`src/rtl/controller_pkg.sv`:
```
// Command and response descriptors of the host queues, both 32 bits wide with the reserved bits on top
`default_nettype none

package controller_pkg;

  // Completion codes of a command
  typedef enum logic [1:0] {
    RESP_OK        = 2'd0,
    RESP_ADDR_NACK = 2'd1,
    RESP_DATA_NACK = 2'd2
  } resp_status_e;

  // A len of zero sends only the address phase
  typedef struct packed {
    logic [7:0] reserved;
    logic [7:0] tid;
    logic [7:0] len;
    logic       rnw;
    logic [6:0] addr;
  } cmd_desc_t;

  // count holds the data bytes acknowledged or read
  typedef struct packed {
    logic [13:0]  reserved;
    resp_status_e status;
    logic [7:0]   count;
    logic [7:0]   tid;
  } resp_desc_t;

endpackage

`default_nettype wire

```
`src/rtl/i3c_bus_pkg.sv`:
```
// Format entry and result types shared by the flow FSM and the bit engine of the legacy I2C bus
`default_nettype none

package i3c_bus_pkg;

  // One byte on the bus, or a bare stop when stop_only is set
  typedef struct packed {
    logic       stop_only;
    logic       ack_last;
    logic       read;
    logic       stop_after;
    logic       start_before;
    logic [7:0] byte_data;
  } fmt_entry_t;

  // Returned once per entry
  typedef struct packed {
    // Valid only for written bytes
    logic       ack;
    logic [7:0] rx_byte;
  } fmt_result_t;

endpackage

`default_nettype wire

```
`src/rtl/fmt_if.sv`:
```
// Allows one entry in flight and gives no back-pressure on result_valid, a single-cycle pulse
`timescale 1ns/10ps
`default_nettype none

interface fmt_if
  import i3c_bus_pkg::*;
();

  logic        entry_valid;
  logic        entry_ready;
  fmt_entry_t  entry;
  logic        result_valid;
  fmt_result_t result;

  modport flow (
    output entry_valid,
    output entry,
    input  entry_ready,
    input  result_valid,
    input  result
  );

  modport engine (
    input  entry_valid,
    input  entry,
    output entry_ready,
    output result_valid,
    output result
  );

endinterface

`default_nettype wire

```
`src/rtl/controller_active.sv`:
```
// Legacy I2C mode only with open-drain bus ports, so the wired-AND with targets is formed outside
`timescale 1ns/10ps
`default_nettype none

module controller_active
  import controller_pkg::*;
#(
  parameter int unsigned ClkDiv     = 4,
  parameter int unsigned QueueDepth = 4
) (
  input  logic        clk_i,
  input  logic        reset_i,
  input  logic        cmd_valid_i,
  output logic        cmd_ready_o,
  input  logic [31:0] cmd_data_i,
  input  logic        tx_valid_i,
  output logic        tx_ready_o,
  input  logic [7:0]  tx_data_i,
  output logic        rx_valid_o,
  input  logic        rx_ready_i,
  output logic [7:0]  rx_data_o,
  output logic        resp_valid_o,
  input  logic        resp_ready_i,
  output logic [31:0] resp_data_o,
  input  logic        scl_i,
  input  logic        sda_i,
  output logic        scl_o,
  output logic        sda_o,
  output logic        idle_o
);

  cmd_desc_t  cmd_rdata;
  logic       cmd_rvalid;
  logic       cmd_rready;
  logic [7:0] tx_rdata;
  logic       tx_rvalid;
  logic       tx_rready;
  logic [7:0] rx_wdata;
  logic       rx_wvalid;
  logic       rx_wready;
  resp_desc_t resp_wdata;
  resp_desc_t resp_rdata;
  logic       resp_wvalid;
  logic       resp_wready;

  fmt_if fmt ();

  hci_queue #(.QueueDepth(QueueDepth), .payload_t(cmd_desc_t)) cmd_queue (
    .clk_i, .reset_i,
    .wvalid_i(cmd_valid_i), .wready_o(cmd_ready_o), .wdata_i(cmd_desc_t'(cmd_data_i)),
    .rvalid_o(cmd_rvalid), .rready_i(cmd_rready), .rdata_o(cmd_rdata)
  );

  hci_queue #(.QueueDepth(QueueDepth), .payload_t(logic [7:0])) tx_queue (
    .clk_i, .reset_i,
    .wvalid_i(tx_valid_i), .wready_o(tx_ready_o), .wdata_i(tx_data_i),
    .rvalid_o(tx_rvalid), .rready_i(tx_rready), .rdata_o(tx_rdata)
  );

  hci_queue #(.QueueDepth(QueueDepth), .payload_t(logic [7:0])) rx_queue (
    .clk_i, .reset_i,
    .wvalid_i(rx_wvalid), .wready_o(rx_wready), .wdata_i(rx_wdata),
    .rvalid_o(rx_valid_o), .rready_i(rx_ready_i), .rdata_o(rx_data_o)
  );

  hci_queue #(.QueueDepth(QueueDepth), .payload_t(resp_desc_t)) resp_queue (
    .clk_i, .reset_i,
    .wvalid_i(resp_wvalid), .wready_o(resp_wready), .wdata_i(resp_wdata),
    .rvalid_o(resp_valid_o), .rready_i(resp_ready_i), .rdata_o(resp_rdata)
  );

  assign resp_data_o = resp_rdata;

  flow_active flow_fsm (
    .clk_i, .reset_i,
    .cmd_rvalid_i(cmd_rvalid), .cmd_rdata_i(cmd_rdata), .cmd_rready_o(cmd_rready),
    .tx_rvalid_i(tx_rvalid), .tx_rdata_i(tx_rdata), .tx_rready_o(tx_rready),
    .rx_wvalid_o(rx_wvalid), .rx_wdata_o(rx_wdata), .rx_wready_i(rx_wready),
    .resp_wvalid_o(resp_wvalid), .resp_wdata_o(resp_wdata), .resp_wready_i(resp_wready),
    .fmt(fmt.flow),
    .idle_o
  );

  i2c_controller_fsm #(.ClkDiv(ClkDiv)) i2c_fsm (
    .clk_i, .reset_i,
    .scl_i, .sda_i, .scl_o, .sda_o,
    .fmt(fmt.engine)
  );

endmodule

`default_nettype wire

```
`src/rtl/flow_active.sv`:
```
// Runs one command at a time and still pops the TX bytes of a NACKed write, so the host must push them
`timescale 1ns/10ps
`default_nettype none

module flow_active
  import controller_pkg::*;
  import i3c_bus_pkg::*;
(
  input  logic       clk_i,
  input  logic       reset_i,
  input  logic       cmd_rvalid_i,
  input  cmd_desc_t  cmd_rdata_i,
  output logic       cmd_rready_o,
  input  logic       tx_rvalid_i,
  input  logic [7:0] tx_rdata_i,
  output logic       tx_rready_o,
  output logic       rx_wvalid_o,
  output logic [7:0] rx_wdata_o,
  input  logic       rx_wready_i,
  output logic       resp_wvalid_o,
  output resp_desc_t resp_wdata_o,
  input  logic       resp_wready_i,
  fmt_if.flow        fmt,
  output logic       idle_o
);

  typedef enum logic [3:0] {
    S_IDLE,
    S_ADDR,
    S_ADDR_WAIT,
    S_DATA,
    S_DATA_WAIT,
    S_RX_PUSH,
    S_STOP,
    S_STOP_WAIT,
    S_DISCARD,
    S_RESP
  } state_e;

  state_e       state_q;
  cmd_desc_t    cmd_q;
  resp_status_e status_q;
  // Bytes acknowledged or read so far
  logic [7:0]   done_q;
  // TX bytes still to drop after a NACK
  logic [7:0]   remain_q;
  logic [7:0]   rx_byte_q;
  logic         last_byte;

  assign last_byte     = (done_q + 8'd1 == cmd_q.len);
  assign idle_o        = (state_q == S_IDLE);
  assign rx_wvalid_o   = (state_q == S_RX_PUSH);
  assign rx_wdata_o    = rx_byte_q;
  assign resp_wvalid_o = (state_q == S_RESP);

  always_comb begin
    resp_wdata_o        = '0;
    resp_wdata_o.tid    = cmd_q.tid;
    resp_wdata_o.count  = done_q;
    resp_wdata_o.status = status_q;
  end

  // Entry mux and queue pops
  always_comb begin
    fmt.entry_valid = 1'b0;
    fmt.entry       = '0;
    cmd_rready_o    = 1'b0;
    tx_rready_o     = 1'b0;
    case (state_q)
      // Hold new commands while the response queue has no room
      S_IDLE: cmd_rready_o = resp_wready_i;
      S_ADDR: begin
        fmt.entry_valid        = 1'b1;
        fmt.entry.start_before = 1'b1;
        fmt.entry.stop_after   = (cmd_q.len == 8'd0);
        fmt.entry.byte_data    = {cmd_q.addr, cmd_q.rnw};
      end
      S_DATA: begin
        fmt.entry.stop_after = last_byte;
        if (cmd_q.rnw) begin
          // A full RX queue leaves the engine idle with SCL low
          fmt.entry_valid     = rx_wready_i;
          fmt.entry.read      = 1'b1;
          fmt.entry.ack_last  = last_byte;
          fmt.entry.byte_data = 8'hFF;
        end else begin
          // An empty TX queue leaves the engine idle with SCL low
          fmt.entry_valid     = tx_rvalid_i;
          fmt.entry.byte_data = tx_rdata_i;
          tx_rready_o         = fmt.entry_ready;
        end
      end
      S_STOP: begin
        fmt.entry_valid      = 1'b1;
        fmt.entry.stop_only  = 1'b1;
        fmt.entry.stop_after = 1'b1;
      end
      S_DISCARD: tx_rready_o = (remain_q != 8'd0);
      default: ;
    endcase
  end

  always_ff @(posedge clk_i) begin
    if (reset_i) begin
      state_q  <= S_IDLE;
      status_q <= RESP_OK;
      done_q   <= '0;
      remain_q <= '0;
    end else begin
      case (state_q)
        S_IDLE: begin
          if (cmd_rvalid_i && cmd_rready_o) begin
            state_q  <= S_ADDR;
            status_q <= RESP_OK;
            done_q   <= '0;
          end
        end
        S_ADDR: begin
          if (fmt.entry_ready) begin
            state_q <= S_ADDR_WAIT;
          end
        end
        S_ADDR_WAIT: begin
          if (fmt.result_valid) begin
            if (!fmt.result.ack) begin
              status_q <= RESP_ADDR_NACK;
              remain_q <= cmd_q.rnw ? 8'd0 : cmd_q.len;
              // An address-only command has its stop on the bus already
              state_q  <= (cmd_q.len == 8'd0) ? S_RESP : S_STOP;
            end else begin
              state_q <= (cmd_q.len == 8'd0) ? S_RESP : S_DATA;
            end
          end
        end
        S_DATA: begin
          if (fmt.entry_valid && fmt.entry_ready) begin
            state_q <= S_DATA_WAIT;
          end
        end
        S_DATA_WAIT: begin
          if (fmt.result_valid) begin
            if (cmd_q.rnw) begin
              done_q  <= done_q + 8'd1;
              state_q <= S_RX_PUSH;
            end else if (fmt.result.ack) begin
              done_q  <= done_q + 8'd1;
              state_q <= last_byte ? S_RESP : S_DATA;
            end else begin
              status_q <= RESP_DATA_NACK;
              remain_q <= cmd_q.len - done_q - 8'd1;
              state_q  <= last_byte ? S_RESP : S_STOP;
            end
          end
        end
        S_RX_PUSH: begin
          if (rx_wready_i) begin
            state_q <= (done_q == cmd_q.len) ? S_RESP : S_DATA;
          end
        end
        S_STOP: begin
          if (fmt.entry_ready) begin
            state_q <= S_STOP_WAIT;
          end
        end
        S_STOP_WAIT: begin
          if (fmt.result_valid) begin
            state_q <= S_DISCARD;
          end
        end
        S_DISCARD: begin
          if (remain_q == 8'd0) begin
            state_q <= S_RESP;
          end else if (tx_rvalid_i) begin
            remain_q <= remain_q - 8'd1;
          end
        end
        S_RESP: begin
          if (resp_wready_i) begin
            state_q <= S_IDLE;
          end
        end
        default: state_q <= S_IDLE;
      endcase
    end
  end

  // Command and read byte holding registers
  always_ff @(posedge clk_i) begin
    if (state_q == S_IDLE && cmd_rvalid_i && cmd_rready_o) begin
      cmd_q <= cmd_rdata_i;
    end
    if (state_q == S_DATA_WAIT && fmt.result_valid) begin
      rx_byte_q <= fmt.result.rx_byte;
    end
  end

endmodule

`default_nettype wire

```
`src/rtl/hci_queue.sv`:
```
// QueueDepth must be a power of two of at least 2 and wready_o stays low for one cycle after reset
`timescale 1ns/10ps
`default_nettype none

module hci_queue #(
  parameter int unsigned QueueDepth = 4,
  parameter type payload_t = logic [7:0]
) (
  input  logic     clk_i,
  input  logic     reset_i,
  input  logic     wvalid_i,
  output logic     wready_o,
  input  payload_t wdata_i,
  output logic     rvalid_o,
  input  logic     rready_i,
  output payload_t rdata_o
);

  localparam int unsigned PtrWidth = $clog2(QueueDepth);
  localparam int unsigned CntWidth = $clog2(QueueDepth + 1);

  payload_t            mem_q [QueueDepth];
  logic [PtrWidth-1:0] wptr_q;
  logic [PtrWidth-1:0] rptr_q;
  logic [CntWidth-1:0] count_q;
  logic [CntWidth-1:0] count_next;
  logic                open_q;
  logic                push;
  logic                pop;

  assign rvalid_o = (count_q != '0);
  assign rdata_o  = mem_q[rptr_q];
  assign pop      = rvalid_o & rready_i;
  // Room left, or the head leaves in this same cycle
  assign wready_o = open_q | pop;
  assign push     = wvalid_i & wready_o;

  always_comb begin
    count_next = count_q;
    if (push && !pop) begin
      count_next = count_q + 1'b1;
    end else if (pop && !push) begin
      count_next = count_q - 1'b1;
    end
  end

  always_ff @(posedge clk_i) begin
    if (reset_i) begin
      wptr_q  <= '0;
      rptr_q  <= '0;
      count_q <= '0;
      open_q  <= 1'b0;
    end else begin
      if (push) begin
        wptr_q <= wptr_q + 1'b1;
      end
      if (pop) begin
        rptr_q <= rptr_q + 1'b1;
      end
      count_q <= count_next;
      open_q  <= (count_next != CntWidth'(QueueDepth));
    end
  end

  // Storage
  always_ff @(posedge clk_i) begin
    if (push) begin
      mem_q[wptr_q] <= wdata_i;
    end
  end

endmodule

`default_nettype wire

```
`src/rtl/i2c_controller_fsm.sv`:
```
// Open-drain outputs where 1 releases, with no arbitration, no repeated start and ClkDiv of 2 or more
`timescale 1ns/10ps
`default_nettype none

module i2c_controller_fsm
  import i3c_bus_pkg::*;
#(
  parameter int unsigned ClkDiv = 4
) (
  input  logic  clk_i,
  input  logic  reset_i,
  input  logic  scl_i,
  input  logic  sda_i,
  output logic  scl_o,
  output logic  sda_o,
  fmt_if.engine fmt
);

  localparam int unsigned DivWidth = $clog2(ClkDiv);

  typedef enum logic [2:0] {
    E_IDLE,
    E_START,
    E_BIT,
    E_ACK,
    E_STOP
  } estate_e;

  estate_e             state_q;
  logic [DivWidth-1:0] div_q;
  logic [1:0]          qtr_q;
  logic [2:0]          bit_q;
  // SCL kept low between bytes of one transfer
  logic                held_q;
  logic                result_valid_q;
  fmt_entry_t          entry_q;
  logic [7:0]          shift_q;
  logic                sample_q;
  logic                ack_q;
  logic                wait_scl;
  logic                tick;
  logic                phase_end;

  // Wait for the bus to show SCL high before the sample point
  assign wait_scl  = scl_o & ~scl_i & (qtr_q == 2'd1);
  assign tick      = (div_q == DivWidth'(ClkDiv - 1)) & ~wait_scl;
  assign phase_end = tick & (qtr_q == 2'd3);

  assign fmt.entry_ready  = (state_q == E_IDLE);
  assign fmt.result_valid = result_valid_q;
  assign fmt.result       = '{ack: ack_q, rx_byte: shift_q};

  // Quarter 0 low, 1 and 2 high, 3 low for each bit
  always_comb begin
    scl_o = 1'b1;
    sda_o = 1'b1;
    case (state_q)
      E_IDLE: scl_o = ~held_q;
      E_START: begin
        // SDA falls while SCL is high
        scl_o = (qtr_q != 2'd3);
        sda_o = (qtr_q == 2'd0);
      end
      E_BIT: begin
        scl_o = (qtr_q == 2'd1) || (qtr_q == 2'd2);
        sda_o = entry_q.read | shift_q[7];
      end
      E_ACK: begin
        scl_o = (qtr_q == 2'd1) || (qtr_q == 2'd2);
        sda_o = entry_q.read ? entry_q.ack_last : 1'b1;
      end
      E_STOP: begin
        // SDA rises while SCL is high
        scl_o = (qtr_q != 2'd0);
        sda_o = (qtr_q[1] == 1'b1);
      end
      default: ;
    endcase
  end

  always_ff @(posedge clk_i) begin
    if (reset_i) begin
      state_q        <= E_IDLE;
      div_q          <= '0;
      qtr_q          <= '0;
      bit_q          <= '0;
      held_q         <= 1'b0;
      result_valid_q <= 1'b0;
    end else begin
      result_valid_q <= 1'b0;
      if (state_q == E_IDLE) begin
        div_q <= '0;
        qtr_q <= '0;
      end else if (tick) begin
        div_q <= '0;
        qtr_q <= qtr_q + 2'd1;
      end else if (!wait_scl) begin
        div_q <= div_q + 1'b1;
      end
      case (state_q)
        E_IDLE: begin
          bit_q <= '0;
          if (fmt.entry_valid) begin
            if (fmt.entry.stop_only) begin
              state_q <= E_STOP;
            end else if (fmt.entry.start_before) begin
              state_q <= E_START;
            end else begin
              state_q <= E_BIT;
            end
          end
        end
        E_START: begin
          if (phase_end) begin
            state_q <= E_BIT;
          end
        end
        E_BIT: begin
          if (phase_end) begin
            bit_q <= bit_q + 3'd1;
            if (bit_q == 3'd7) begin
              state_q <= E_ACK;
            end
          end
        end
        E_ACK: begin
          if (phase_end) begin
            if (entry_q.stop_after) begin
              state_q <= E_STOP;
            end else begin
              state_q        <= E_IDLE;
              held_q         <= 1'b1;
              result_valid_q <= 1'b1;
            end
          end
        end
        E_STOP: begin
          if (phase_end) begin
            state_q        <= E_IDLE;
            held_q         <= 1'b0;
            result_valid_q <= 1'b1;
          end
        end
        default: state_q <= E_IDLE;
      endcase
    end
  end

  // Byte shifter doubles as receiver since written bits are read back from the bus
  always_ff @(posedge clk_i) begin
    if (state_q == E_IDLE && fmt.entry_valid) begin
      entry_q <= fmt.entry;
      shift_q <= fmt.entry.byte_data;
    end
    if (tick && qtr_q == 2'd1) begin
      sample_q <= sda_i;
    end
    if (state_q == E_BIT && phase_end) begin
      shift_q <= {shift_q[6:0], sample_q};
    end
    if (state_q == E_ACK && phase_end) begin
      ack_q <= ~sample_q;
    end
  end

endmodule

`default_nettype wire

```
`config.mk`:
```
export PLATFORM = sky130hd
export DESIGN_NAME = controller_active
export DESIGN_NICKNAME = d
export VERILOG_FILES = /design/src/rtl/controller_pkg.sv /design/src/rtl/i3c_bus_pkg.sv /design/src/rtl/fmt_if.sv /design/src/rtl/controller_active.sv /design/src/rtl/flow_active.sv /design/src/rtl/hci_queue.sv /design/src/rtl/i2c_controller_fsm.sv
export SDC_FILE = /design/constraint.sdc
export NUM_CORES = 1
export LEC_CHECK = 0
export BUFFER_PORTS_ARGS = -buffer_cell sky130_fd_sc_hd__buf_2
export CAP_MARGIN = 20
export CORE_MARGIN = 2
export CORE_UTILIZATION = 54
export CTS_CLUSTER_SIZE = 25
export DETAILED_ROUTE_END_ITERATION = 8
export PLACE_DENSITY = 0.76
export REMOVE_ABC_BUFFERS = 1
export SLEW_MARGIN = 20
export SYNTH_ARGS = -nofsm -noshare
export SYNTH_HDL_FRONTEND = slang
export SYNTH_HIERARCHICAL = 1
export SYNTH_SLANG_ARGS = --single-unit
```
`constraint.sdc`:
```
create_clock -name clk_i -period 4.1 [get_ports clk_i]
set_input_delay 0.41 -clock clk_i [delete_from_list [all_inputs] [get_ports clk_i]]
set_output_delay 0.41 -clock clk_i [all_outputs]
set_load 0.03 [all_outputs]
```
## Word level (Yosys, flattened, before mapping)

Memory sizes are Yosys's and may differ from the RTL's. A register that Yosys moved wholly into a read port is not among the register bits.
Index checks and enable logic that the tools add are counted.

| word-level totals | value |
|---|---|
| memory bits (writable) | 264 |
| register bits | 87 |
| memories kept | 4 |
| word-level logic and storage cells | 281 |

| cells by class | value |
|---|---|
| $add $sub $neg | 23 |
| eq/ne operators | 48 |
| reductions and logical operators | 54 |
| muxes and demuxes | 98 |
| bitwise operators | 21 |

Memories:

| name | depth | width | read ports | clocked after memory_dff | write ports | RTL line | RTL |
|---|---|---|---|---|---|---|---|
| cmd_queue.mem_q | 4 | 32 | 1 | 1 | 1 | hci_queue.sv:22 | `payload_t mem_q [QueueDepth];` |
| resp_queue.mem_q | 4 | 18 | 1 | 1 | 1 | hci_queue.sv:22 |  |
| rx_queue.mem_q | 4 | 8 | 1 | 1 | 1 | hci_queue.sv:22 |  |
| tx_queue.mem_q | 4 | 8 | 1 | 1 | 1 | hci_queue.sv:22 |  |

Operators with widths:

| operator | number |
|---|---|
| $mux 8 | 15 |
| $mux 4 | 18 |
| $mux 3 | 17 |
| $pmux 4 s10 | 1 |
| $ne 2x1->1 const B | 17 |
| $pmux 8 s2 | 2 |
| $mux 2 | 13 |
| $pmux 8 s3 | 1 |
| $mux 1 | 21 |
| $add 2x1->2 const B | 10 |
| $reduce_bool 3->1 | 6 |
| $eq 4x3->1 const B | 4 |
| $eq 8x8->1 | 2 |
| $logic_and 1x1->1 | 16 |
| $logic_not 8->1 | 2 |
| $sub 8x1->8 const B | 2 |
| $add 3x1->3 const B | 5 |
| $pmux 3 s5 | 1 |
| $and 1x1->1 | 12 |
| $ne 2x2->1 const B | 6 |
| $ne 3x3->1 const B | 4 |
| $sub 3x1->3 const B | 4 |
| $reduce_and 10->1 | 1 |
| $reduce_bool 2->1 | 5 |
| other kinds (31) | 59 |

## Depth between registers and ports, before layout

Gate-level depths: netlist of the first run.

| logic depth | value |
|---|---|
| word-level depth | 12 |
| mapped depth | 13 |
| depth with buffers taken out | 13 |

## Cells and area by module

The synthesis of the first run kept the hierarchy.

By module, submodules not included:

| module | area an instance (um2) | times used | cells each |
|---|---|---|---|
| hci_queue at cmd_queue ... | 5,186.2 | 2 | 225 |
| flow_active | 3,344.5 | 1 | 362 |
| hci_queue at rx_queue | 1,737.9 | 1 | 105 |
| hci_queue at tx_queue | 1,717.9 | 1 | 101 |
| i2c_controller_fsm | 1,422.6 | 1 | 139 |

## Worst setup path before layout of the first run

OpenSTA, ideal clock, no wires.

| timing | value |
|---|---|
| kind | register to register |
| from | register flow_fsm.state_q[1] |
| to | memory cmd_queue/mem_q[0][0] (netlist bit), enable pin |
| path slack | 1,106 ps |
| cell stages (with the launch flop) | 7 |
| arrival | 2,602 ps |
| period minus slack after synthesis | 2,994 ps |
| buffers on the path | 1 |
| path through | dfxtp_1 > buf_2 > nor4_2 > and2_1 > nand2_4 > a21boi_4 > and2_1 |

| on the way | value |
|---|---|
| cells in the longest elaborated chain, start to end | 7 |

RTL lines:

| item | RTL line | RTL |
|---|---|---|
| start, declared | flow_active.sv:40 | `state_e state_q;` |
| start signal, assigned | flow_active.sv:129 | `state_q <= (cmd_q.len == 8'd0) ? S_RESP : S_STOP;` |
| start signal, assigned | flow_active.sv:131 | `state_q <= (cmd_q.len == 8'd0) ? S_RESP : S_DATA;` |
| start signal, assigned | flow_active.sv:147 | `state_q <= last_byte ? S_RESP : S_DATA;` |
| $logic_not 4->1 | -- |  |
| named net idle_o | controller_active.sv:29 | `output logic idle_o` |
| $mux 1 | flow_active.sv:69 | `case (state_q)` |
| named net cmd_rready | controller_active.sv:34 | `logic cmd_rready;` |
| $and 1x1->1 | hci_queue.sv:33 | `assign pop = rvalid_o & rready_i;` |
| $or 1x1->1 | hci_queue.sv:35 | `assign wready_o = open_q \| pop;` |
| $and 1x1->1 | hci_queue.sv:36 | `assign push = wvalid_i & wready_o;` |
| $mux 1 | hci_queue.sv:67 | `if (push) begin` |
| $mux 1 (not written as such) | hci_queue.sv:68 | `mem_q[wptr_q] <= wdata_i;` |
| end, declared | hci_queue.sv:22 |  |

The timed path passes the listed nets, and every way through them passes these cells.

## Worst setup path in the final report of the first run

| timing | value |
|---|---|
| from | register flow_fsm.state_q[3] |
| to | output tx_ready_o |

| on the way | value |
|---|---|
| cells in the longest elaborated chain, start to end | 4 |
| elaborated cells on any way between the ends | 5 |

RTL lines:

| item | RTL line | RTL |
|---|---|---|
| $eq 4x4->1 / $eq 4x2->1 (equally long branches) | flow_active.sv:69 |  |
| $pmux 1 s2 * | flow_active.sv:69 |  |
| named net tx_rready | controller_active.sv:37 | `logic tx_rready;` |
| $and 1x1->1 * | hci_queue.sv:33 |  |
| $or 1x1->1 * | hci_queue.sv:35 |  |
| end, declared | controller_active.sv:17 | `output logic tx_ready_o,` |

Mark *: on every way through the listed nets, which the timed path passes. The rest lies on a longest branch.

==> results of run 1 <==
-- per-stage QoR --
step           worst slack [ns]  utilization, %
2_1_floorplan             0.893               -
3_3_place_gp               1.16            57.2
3_5_place_dp               1.11            57.2
4_1_cts                    1.06            61.4
5_1_grt                   0.876            61.4
6_report                   1.06            61.4
-- state kept, by name, indices dropped and copies added (netlist names), 3 cells and up, named ones only --
register	flops
rx_queue/mem_q	32
rx_queue/count_q	3
i2c_fsm/entry_q	3
resp_queue/count_q	3
cmd_queue/count_q	3
tx_queue/mem_q	32
flow_fsm/remain_q	8
i2c_fsm/state_q	3
flow_fsm/cmd_q	16
tx_queue/count_q	3
i2c_fsm/shift_q	8
i2c_fsm/bit_q	3
cmd_queue/mem_q	96
flow_fsm/state_q	4
flow_fsm/resp_wdata_o	8
flow_fsm/done_q	8
resp_queue/mem_q	128
flow_fsm/rx_wdata_o	8
-- power by group through the flow --
stage	clock network, uW	logic [uW]	registers (uW)
after detailed placement	0	2830	5220
final	3690	2840	5130
after CTS	3760	2850	5130
after global placement	0	2780	5210
after floorplan	0	2040	5240
after global routing	3920	3090	5180
-- worst min-delay path by stage --
stage	to
3_5_place_dp	flow_fsm/rx_wdata_o[3]
3_3_place_gp	flow_fsm/remain_q[5]
4_1_cts	i2c_fsm/sample_q
5_1_grt	i2c_fsm/sample_q
6_report	i2c_fsm/sample_q
2_1_floorplan	flow_fsm/rx_wdata_o[7]
-- per-layer routing --
metal  vias up  GRT usage (%)
li1       4463              -
met1      4698           25.4
met2       218           32.0
met3        38           3.63
met4         0           4.58
met5         -              0
-- cell type report --
type | instances | area [um2] | area share (%)
diodes | 1 | 2.50 | 0.0129
clock buffers | 49 | 1060 | 5.42
clock inverters | 24 | 273 | 1.40
inverters | 42 | 158 | 0.810
multi-input cells | 610 | 5420 | 27.8
flip-flops and latches | 407 | 11500 | 59.0
well taps | 402 | 503 | 2.58
repair buffers | 106 | 581 | 2.98
==> summary.txt, run 1 <==
Layout
  – Share of layout cells above drive strength 1: 23.2%
  – Area growth syn-to-layout: 11.6%
  – Fillers: 2304
  – Non-Filler Instances: 1641
  – Post-route design area: 19500 um2
  – Layout net count: 1299
  – Commonest cells after routing, fill and taps aside: edfxtp_1, buf_2, nor2_1
  – Commonest non-fill, non-tap cell in the layout: edfxtp_1

CTS
  – Reg clk slew, reported paths: 0.06 ns
  – Max Root-Sink Buffers: 3
  – TritonCTS Buffers: 40
  – Clk root buf: clkbuf_16
  – H-tree depth: 2
  – Hold_buf cts: 0
  – Post-CTS Repair Setup Buffers: 0
  – CTS Sinks: 407
  – Clk Latency, worst-skew pair: 0.53 ns
  – CTS tree: yes
  – Post-CTS sizing: 0

Placed design
  – Number of I/O port buffers: 86
  – Post-Place Cells: 1567
  – DP HPWL: 20000 um
  – Placed cell area: 18100 um2
  – GPL Wtd Cong: 0.845

Timing
  – Setup TNS: 0 ns
  – RSZ-0062 raised after global routing: false
  – Slew HR: 48.9%
  – Worst hold slack: 0.0846 ns
  – Min cycle time layout: 3.04 ns
  – Clock Skew: 0.0169 ns
  – Final setup fails: 0
  – Tcrit/Tclk final: 74.1%
  – Worst-margin pin slew: 0.767 ns
  – Fmax: 329 MHz
  – Final Hold Vio Count: 0
  – Final Max Tran Viols: 0

Power
  – Clock share of power: 31.6%
  – Maximum VDD drop: 424 uV
  – Post-route total power: 11700 uW
  – P_leak: 0.00653 uW
  – P_int: 8190 uW
  – Sw Ratio: 29.7%
  – P per Cell Area: 598 nW/um2
  – Part of the power in registers: 44.0%
  – Sw Pwr: 3460 uW
  – Logic gate share of total power: 24.3%

Worst setup path
  – R2R cell count: 7
  – CP max-delay cell: dfxtp_1
  – Critical path origin: flow_fsm/state_q[3]
  – Crit-path leading delay family: flip-flops
  – CP Depth: 7
  – Critical path capture point type: output port
  – Worst r2r src: flow_fsm/state_q[3]
  – Reg2reg setup slack: 1.11 ns
  – Worst path required time: 3.69 ns
  – Critical Path Fanout Max: 16
  – Setup crit start kind: register
  – CP Capture Point: tx_ready_o
  – Data arrival, critical path: 2.63 ns
  – Worst R2R End: tx_queue/mem_q[1][1]
  – Crit path buffers/inverters: 2
  – Crit-path cells: nor4b_2 -> buf_4 -> o41a_1 -> a41o_1 -> nand2_1 -> nand2b_1 -> buf_2
  – Largest stage delay on the critical path: 0.64 ns
  – Kind of critical path: register to output port

Routing
  – Iteration-0 DRC Markers: 801
  – Total Wirelength: 31100 um
  – Top layer used by detailed routing: met4
  – DRC: 0
  – Met2 routed WL: 15400 um
  – Wire per inst: 19.0 um
  – Detail Route Antenna Nets: 0
  – Via count: 9417
  – DR vias/cell: 5.74
  – WL met1: 13500 um
  – Met3 WL: 1690 um
  – First drt pass iteration count: 5

Global route
  – Number of antenna violations at the first check in global routing: 1
  – First-pass GRT wire length: 50300 um
  – Vias in the first global route: 9592
  – Total grt overflow: 0
  – Tot GR Track Use: 18.9%
  – Largest net degree at the start of global routing: 36

Hold path
  – Worst hold start: sda_i
  – Min-delay worst type: primary input to register
  – Hold Path Depth: 1

Floorplanning
  – Initial Utilization: 55.0%
  – Ports: 95
  – Die Y: 184 um
  – Core ar.: 31700 um2
  – Die area: 33800 um2
  – Row count: 65
  – DIE WIDTH: 184 um

Status
  – Outcome: finished, final reports clean

Logic synthesis
  – Synthesized area per cell: 15.6 um2
  – Post-Syn Area: 17500 um2
  – Synth Warn #: 6
  – Mapped Cells: 1117

Run
  – Max Cap Viol: 0
Power figures use the tool's default switching activity.
==> run 2: changes to the inputs <==
--- a/config.mk
+++ b/config.mk
@@ -5,6 +5,7 @@
 export SDC_FILE = /design/constraint.sdc
 export NUM_CORES = 1
 export LEC_CHECK = 0
+export ABC_AREA = 1
 export BUFFER_PORTS_ARGS = -buffer_cell sky130_fd_sc_hd__buf_2
 export CAP_MARGIN = 20
 export CORE_MARGIN = 2
==> constraint.sdc (replaced) <==
create_clock -name clk_i -period 3 [get_ports clk_i]
set_input_delay 0.3 -clock clk_i [delete_from_list [all_inputs] [get_ports clk_i]]
set_output_delay 0.3 -clock clk_i [all_outputs]
set_load 0.03 [all_outputs]
==> run 2 against run 1 <==
Effect of this change:
- synthesized cell count grew 44%
- die area is 2.3% higher
- non-clock buffer count is 32 higher
- synthesized area grew 2.4%
- highest routed layer is now met5
- global-route usage increased by 1.9 points
- final area increased by 4.4%
- critical endpoint unchanged
- flip-flop and latch count is the same
==> summary.txt, run 2 <==
Global route
  – First-pass GRT wire length: 57000 um
  – Total grt overflow: 0
  – Vias in the first global route: 11602
  – Number of antenna violations at the first check in global routing: 1
  – Largest net degree at the start of global routing: 65
  – Tot GR Track Use: 20.7%

Logic synthesis
  – Mapped Cells: 1605
  – Synth Warn #: 6
  – Synthesized area per cell: 11.1 um2
  – Post-Syn Area: 17900 um2

Layout
  – Ant. Diodes: 0
  – Layout net count: 1818
  – Max FFs per register: 128
  – Largest Register: resp_queue/mem_q
  – Share of layout cells above drive strength 1: 16.6%
  – Non-Filler Instances: 2201
  – Commonest cells after routing, fill and taps aside: edfxtp_1, nor2_1, nand2_1
  – Commonest non-fill, non-tap cell in the layout: edfxtp_1
  – Fin util: 62.5%
  – Regs by FF count: resp_queue/mem_q: 128 flops, cmd_queue/mem_q: 96 flops
  – Area growth syn-to-layout: 13.7%
  – Fillers: 2553

CTS
  – Reg clk slew, reported paths: 0.07 ns
  – CTS tree: yes
  – Hold_buf cts: 27
  – Post-CTS sizing: 0
  – Clk root buf: clkbuf_16
  – TritonCTS Buffers: 42
  – Post-CTS Repair Setup Buffers: 0
  – CTS Sinks: 407
  – Max Root-Sink Buffers: 3
  – H-tree depth: 2
  – Clk Latency, worst-skew pair: 0.54 ns

Floorplanning
  – Ports: 95
  – DIE WIDTH: 186 um
  – Row count: 66
  – Core ar.: 32500 um2
  – Initial Utilization: 54.9%
  – Die area: 34600 um2
  – Die Y: 186 um

Timing
  – Slew HR: 45.3%
  – RSZ-0062 raised after global routing: false
  – Final setup fails: 0
  – Clock Skew: 0.0148 ns
  – Worst-margin pin slew: 0.820 ns
  – Tcrit/Tclk final: 94.8%
  – Fmax: 352 MHz
  – Min cycle time layout: 2.84 ns
  – Final Hold Vio Count: 0
  – Final Max Tran Viols: 0

Power
  – P per Cell Area: 871 nW/um2
  – Maximum VDD drop: 462 uV
  – P_leak: 0.00758 uW

Worst setup path
  – Critical path capture point type: output port
  – Kind of critical path: register to output port
  – Critical Path Fanout Max: 9
  – Worst path required time: 2.70 ns
  – Setup crit start kind: register
  – Data arrival, critical path: 2.54 ns

Routing
  – Detail Route Antenna Nets: 0
  – DR vias/cell: 5.39
  – Wire per inst: 16.0 um
  – Iteration-0 DRC Markers: 1084
  – Via count: 11866
  – DRC: 0
  – Total Wirelength: 35300 um
  – First drt pass iteration count: 6

Placed design
  – Post-Place Cells: 2097
  – Number of I/O port buffers: 86
  – GPL Wtd Cong: 0.940
  – DP HPWL: 22600 um

Run
  – Max Cap Viol: 0

Hold path
  – Min-delay worst type: primary input to register

Status
  – Outcome: finished, final reports clean
run 2: where the power goes:
part / leakage (uW) / total [uW] / switching (uW) / internal (uW)
Combinational: 0.00332 / 5080 / 3510 / 1570
Sequential: 0.00358 / 7440 / 473 / 6970
Clock: 0.000676 / 5190 / 2080 / 3110
run 2: path summary, 6_finish.rpt:
kind	startpoint	to	slack, ns	cells past startpoint
hold reg to reg	i2c_fsm/shift_q[5]	flow_fsm/rx_wdata_o[5]	0.46	0
setup reg to reg	i2c_fsm/state_q[0]	tx_queue/mem_q[3][3]	0.47	11
setup / recovery	i2c_fsm/state_q[0]	tx_ready_o	0.16	9
hold / removal	tx_data_i[5]	tx_queue/mem_q[1][5]	0.01	1
run 2: layout make-up:
cell class / instances / area, um2 / area share, %
clock buffers: 51 / 1080 / 5.34
clock inverters: 26 / 297 / 1.46
well taps: 442 / 553 / 2.72
flip-flops and latches: 407 / 11500 / 56.5
inverters: 161 / 614 / 3.02
multi-input cells: 976 / 5390 / 26.5
repair buffers: 138 / 901 / 4.43
run 2: critical path, stage by stage, from the launching register on:
cell and delay, ns:
dfxtp_1 0.41, nor2_2 0.20, nand2_2 0.17, inv_1 0.23, inv_1 0.11, o31ai_1 0.33, buf_4 0.21, nand2_4 0.08
nand2_4 0.07, buf_2 0.19
run 2: metrics by stage:
stage	power (uW)	hold WS [ns]	area, um2	setup TNS [ns]	setup slack (ns)
5_1_grt	18700	0.00412	20300	0	0.0507
3_5_place_dp	12600	0.442	18700	0	0.401
3_3_place_gp	12400	0.440	18700	0	0.438
4_1_cts	17800	0.00196	20300	0	0.204
2_1_floorplan	11100	0.362	17500	-21.48	-0.168
6_report	17700	0.0115	20300	0	0.156
run 2: per-layer routing:
metal | part of all wire (%) | up-vias | wire length [um] | GRT usage (%)
met5 | 0.037 | - | 13 | 0
met4 | 2.5 | 2 | 897 | 6.46
met3 | 5.6 | 71 | 1980 | 3.17
met2 | 49 | 330 | 17200 | 35.9
met1 | 43 | 5643 | 15200 | 27.0
li1 | - | 5820 | - | -
==> run 3: changes to the inputs <==
--- a/config.mk
+++ b/config.mk
@@ -9,12 +9,11 @@
 export BUFFER_PORTS_ARGS = -buffer_cell sky130_fd_sc_hd__buf_2
 export CAP_MARGIN = 20
 export CORE_MARGIN = 2
-export CORE_UTILIZATION = 54
+export CORE_UTILIZATION = 35
 export CTS_CLUSTER_SIZE = 25
 export DETAILED_ROUTE_END_ITERATION = 8
-export PLACE_DENSITY = 0.76
+export PLACE_DENSITY = 0.54
 export REMOVE_ABC_BUFFERS = 1
-export SLEW_MARGIN = 20
 export SYNTH_ARGS = -nofsm -noshare
 export SYNTH_HDL_FRONTEND = slang
 export SYNTH_HIERARCHICAL = 1
==> run 3 against run 2 <==
Effect of this change:
- worst hold slack gained 0.048 ns
- clock power shrank 2%
- final area grew 1.9%
- count of clock-buffer cells in the layout grew 7
- first-iteration DRC count shrank 39%
- fmax grew 2.3%
- non-clock buffer count grew 14
- highest routed layer unchanged
- utilization shrank 21 points
- global-route usage shrank 7.0 points
- largest cell class unchanged
- die area grew 53%
- worst setup slack gained 0.064 ns
- critical endpoint unchanged
==> summary.txt, run 3 (synthesized netlist as in run 2, its figures left out) <==
Global route
  – Largest net degree at the start of global routing: 65
  – First-pass GRT wire length: 58700 um
  – Total grt overflow: 0
  – Vias in the first global route: 11214
  – Tot GR Track Use: 13.8%
  – Number of antenna violations at the first check in global routing: 2

Power
  – P_leak: 0.00763 uW
  – Maximum VDD drop: 343 uV
  – Post-route total power: 17600 uW
  – P per Cell Area: 851 nW/um2

Worst setup path
  – Critical Path Fanout Max: 4
  – Worst path required time: 2.70 ns
  – Data arrival, critical path: 2.48 ns
  – Critical path capture point type: output port
  – Kind of critical path: register to output port
  – Setup crit start kind: register

Timing
  – Final WS setup: 0.220 ns
  – RSZ-0062 raised after global routing: false
  – Fmax: 360 MHz
  – Tcrit/Tclk final: 92.7%
  – Worst-margin pin slew: 0.807 ns
  – Final Hold Vio Count: 0
  – Final setup fails: 0
  – Clock Skew: 0.0156 ns
  – Min cycle time layout: 2.78 ns
  – Worst hold slack: 0.0596 ns
  – Slew HR: 46.1%
  – Final Max Tran Viols: 0

Floorplanning
  – Initial Utilization: 35.5%
  – Row count: 82
  – Ports: 95
  – Die area: 52900 um2
  – DIE WIDTH: 230 um
  – Die Y: 230 um
  – Core ar.: 50300 um2

Routing
  – Iteration-0 DRC Markers: 658
  – Total Wirelength: 36800 um
  – DRC: 0
  – Via count: 11625
  – Wire per inst: 15.0 um
  – DR vias/cell: 4.75
  – First drt pass iteration count: 4
  – Detail Route Antenna Nets: 0

Layout
  – Share of layout cells above drive strength 1: 17.0%
  – Layout net count: 1833
  – Post-route design area: 20700 um2
  – Commonest cells after routing, fill and taps aside: edfxtp_1, nor2_1, o21ai_0, nand2_1, inv_1
  – Largest Register: resp_queue/mem_q
  – Fillers: 4776
  – Commonest non-fill, non-tap cell in the layout: edfxtp_1
  – Max FFs per register: 128
  – Regs by FF count: resp_queue/mem_q: 128 flops, cmd_queue/mem_q: 96 flops
  – Area growth syn-to-layout: 15.9%

Run
  – Max Cap Viol: 0

Placed design
  – GPL Wtd Cong: 0.839
  – Placed cell area: 19000 um2
  – Number of I/O port buffers: 86
  – Setup Slack @ Placement: 0.356 ns
  – DP HPWL: 24300 um

CTS
  – TritonCTS Buffers: 43
  – Reg clk slew, reported paths: 0.06 ns
  – CTS tree: yes
  – Clk root buf: clkbuf_16
  – Clk Latency, worst-skew pair: 0.54 ns
  – H-tree depth: 2
  – CTS Sinks: 407
  – Post-CTS sizing: 0
  – Max Root-Sink Buffers: 3

Status
  – Outcome: finished, final reports clean

Hold path
  – Min-delay worst type: primary input to register
run 3: changes by cell type in the layout (fill, tap and decap cells not counted), moves of 2 or more:
cell           previous run  this run
clkbuf_1                  9        11
clkinv_1                  7         5
dlygate4sd3_1            27        33
buf_4                    24        32
bufinv_16                 6         2
clkinvlp_4                1         3
clkbuf_16                42        45
clkbuf_8                  0         2
run 3: final timing paths:
kind / cells after the start / slack (ns) / startpoint / endpoint
worst max-delay path: 11 / 0.22 / flow_fsm/remain_q[0] / tx_ready_o
worst min-delay path: 4 / 0.06 / scl_i / i2c_fsm/div_q[1]
worst min register to register: 0 / 0.46 / i2c_fsm/shift_q[0] / flow_fsm/rx_wdata_o[0]
worst max register to register: 11 / 0.65 / i2c_fsm/state_q[0] / tx_queue/mem_q[2][4]
run 3: repair_timing:
action,CTS,global route
endpoints found under the hold margin,126,0
hold buffers,33,0
buffers inserted,0,0
run 3: final cells by class:
| type | instances | area [um2] | area share [%] |
|---|---|---|---|
| multi-input cells | 976 | 5390 | 26.0 |
| clock buffers | 58 | 1190 | 5.77 |
| flip-flops and latches | 407 | 11500 | 55.5 |
| repair buffers | 152 | 1010 | 4.87 |
| clock inverters | 21 | 174 | 0.840 |
| well taps | 672 | 841 | 4.06 |
| inverters | 161 | 614 | 2.97 |
| diodes | 1 | 2.50 | 0.0121 |
run 3: power breakdown:
part           leakage, uW  switching [uW]  internal, uW
Clock             0.000665            2100          2990
Combinational      0.00338            3520          1580
Sequential         0.00358             462          6970
Total              0.00763            6080         11500
run 3: routing by layer:
layer,routed length (um),global-route usage [%]
met1,17000,18.2
met2,17600,23.0
met3,1270,2.26
met4,967,4.66
met5,12,0
run 3: critical path: stages (launching register included):
cell	delay, ns
dfxtp_1	0.32
inv_1	0.10
ha_1	0.23
nand2_1	0.09
nor2_1	0.17
nand2_1	0.07
o21ai_1	0.31
o31ai_1	0.13
buf_4	0.18
nand2_4	0.11
nand2_4	0.06
buf_2	0.17
run 3: through the flow:
step | cells | utilization [%] | setup TNS (ns)
global route | 2448 | 41.2 | 0
detailed placement | 2334 | 37.8 | 0
finish | 2448 | 41.2 | 0
floorplan | 1544 | - | -21.48
CTS | 2446 | 41.2 | 0
global placement | 2334 | 37.8 | 0
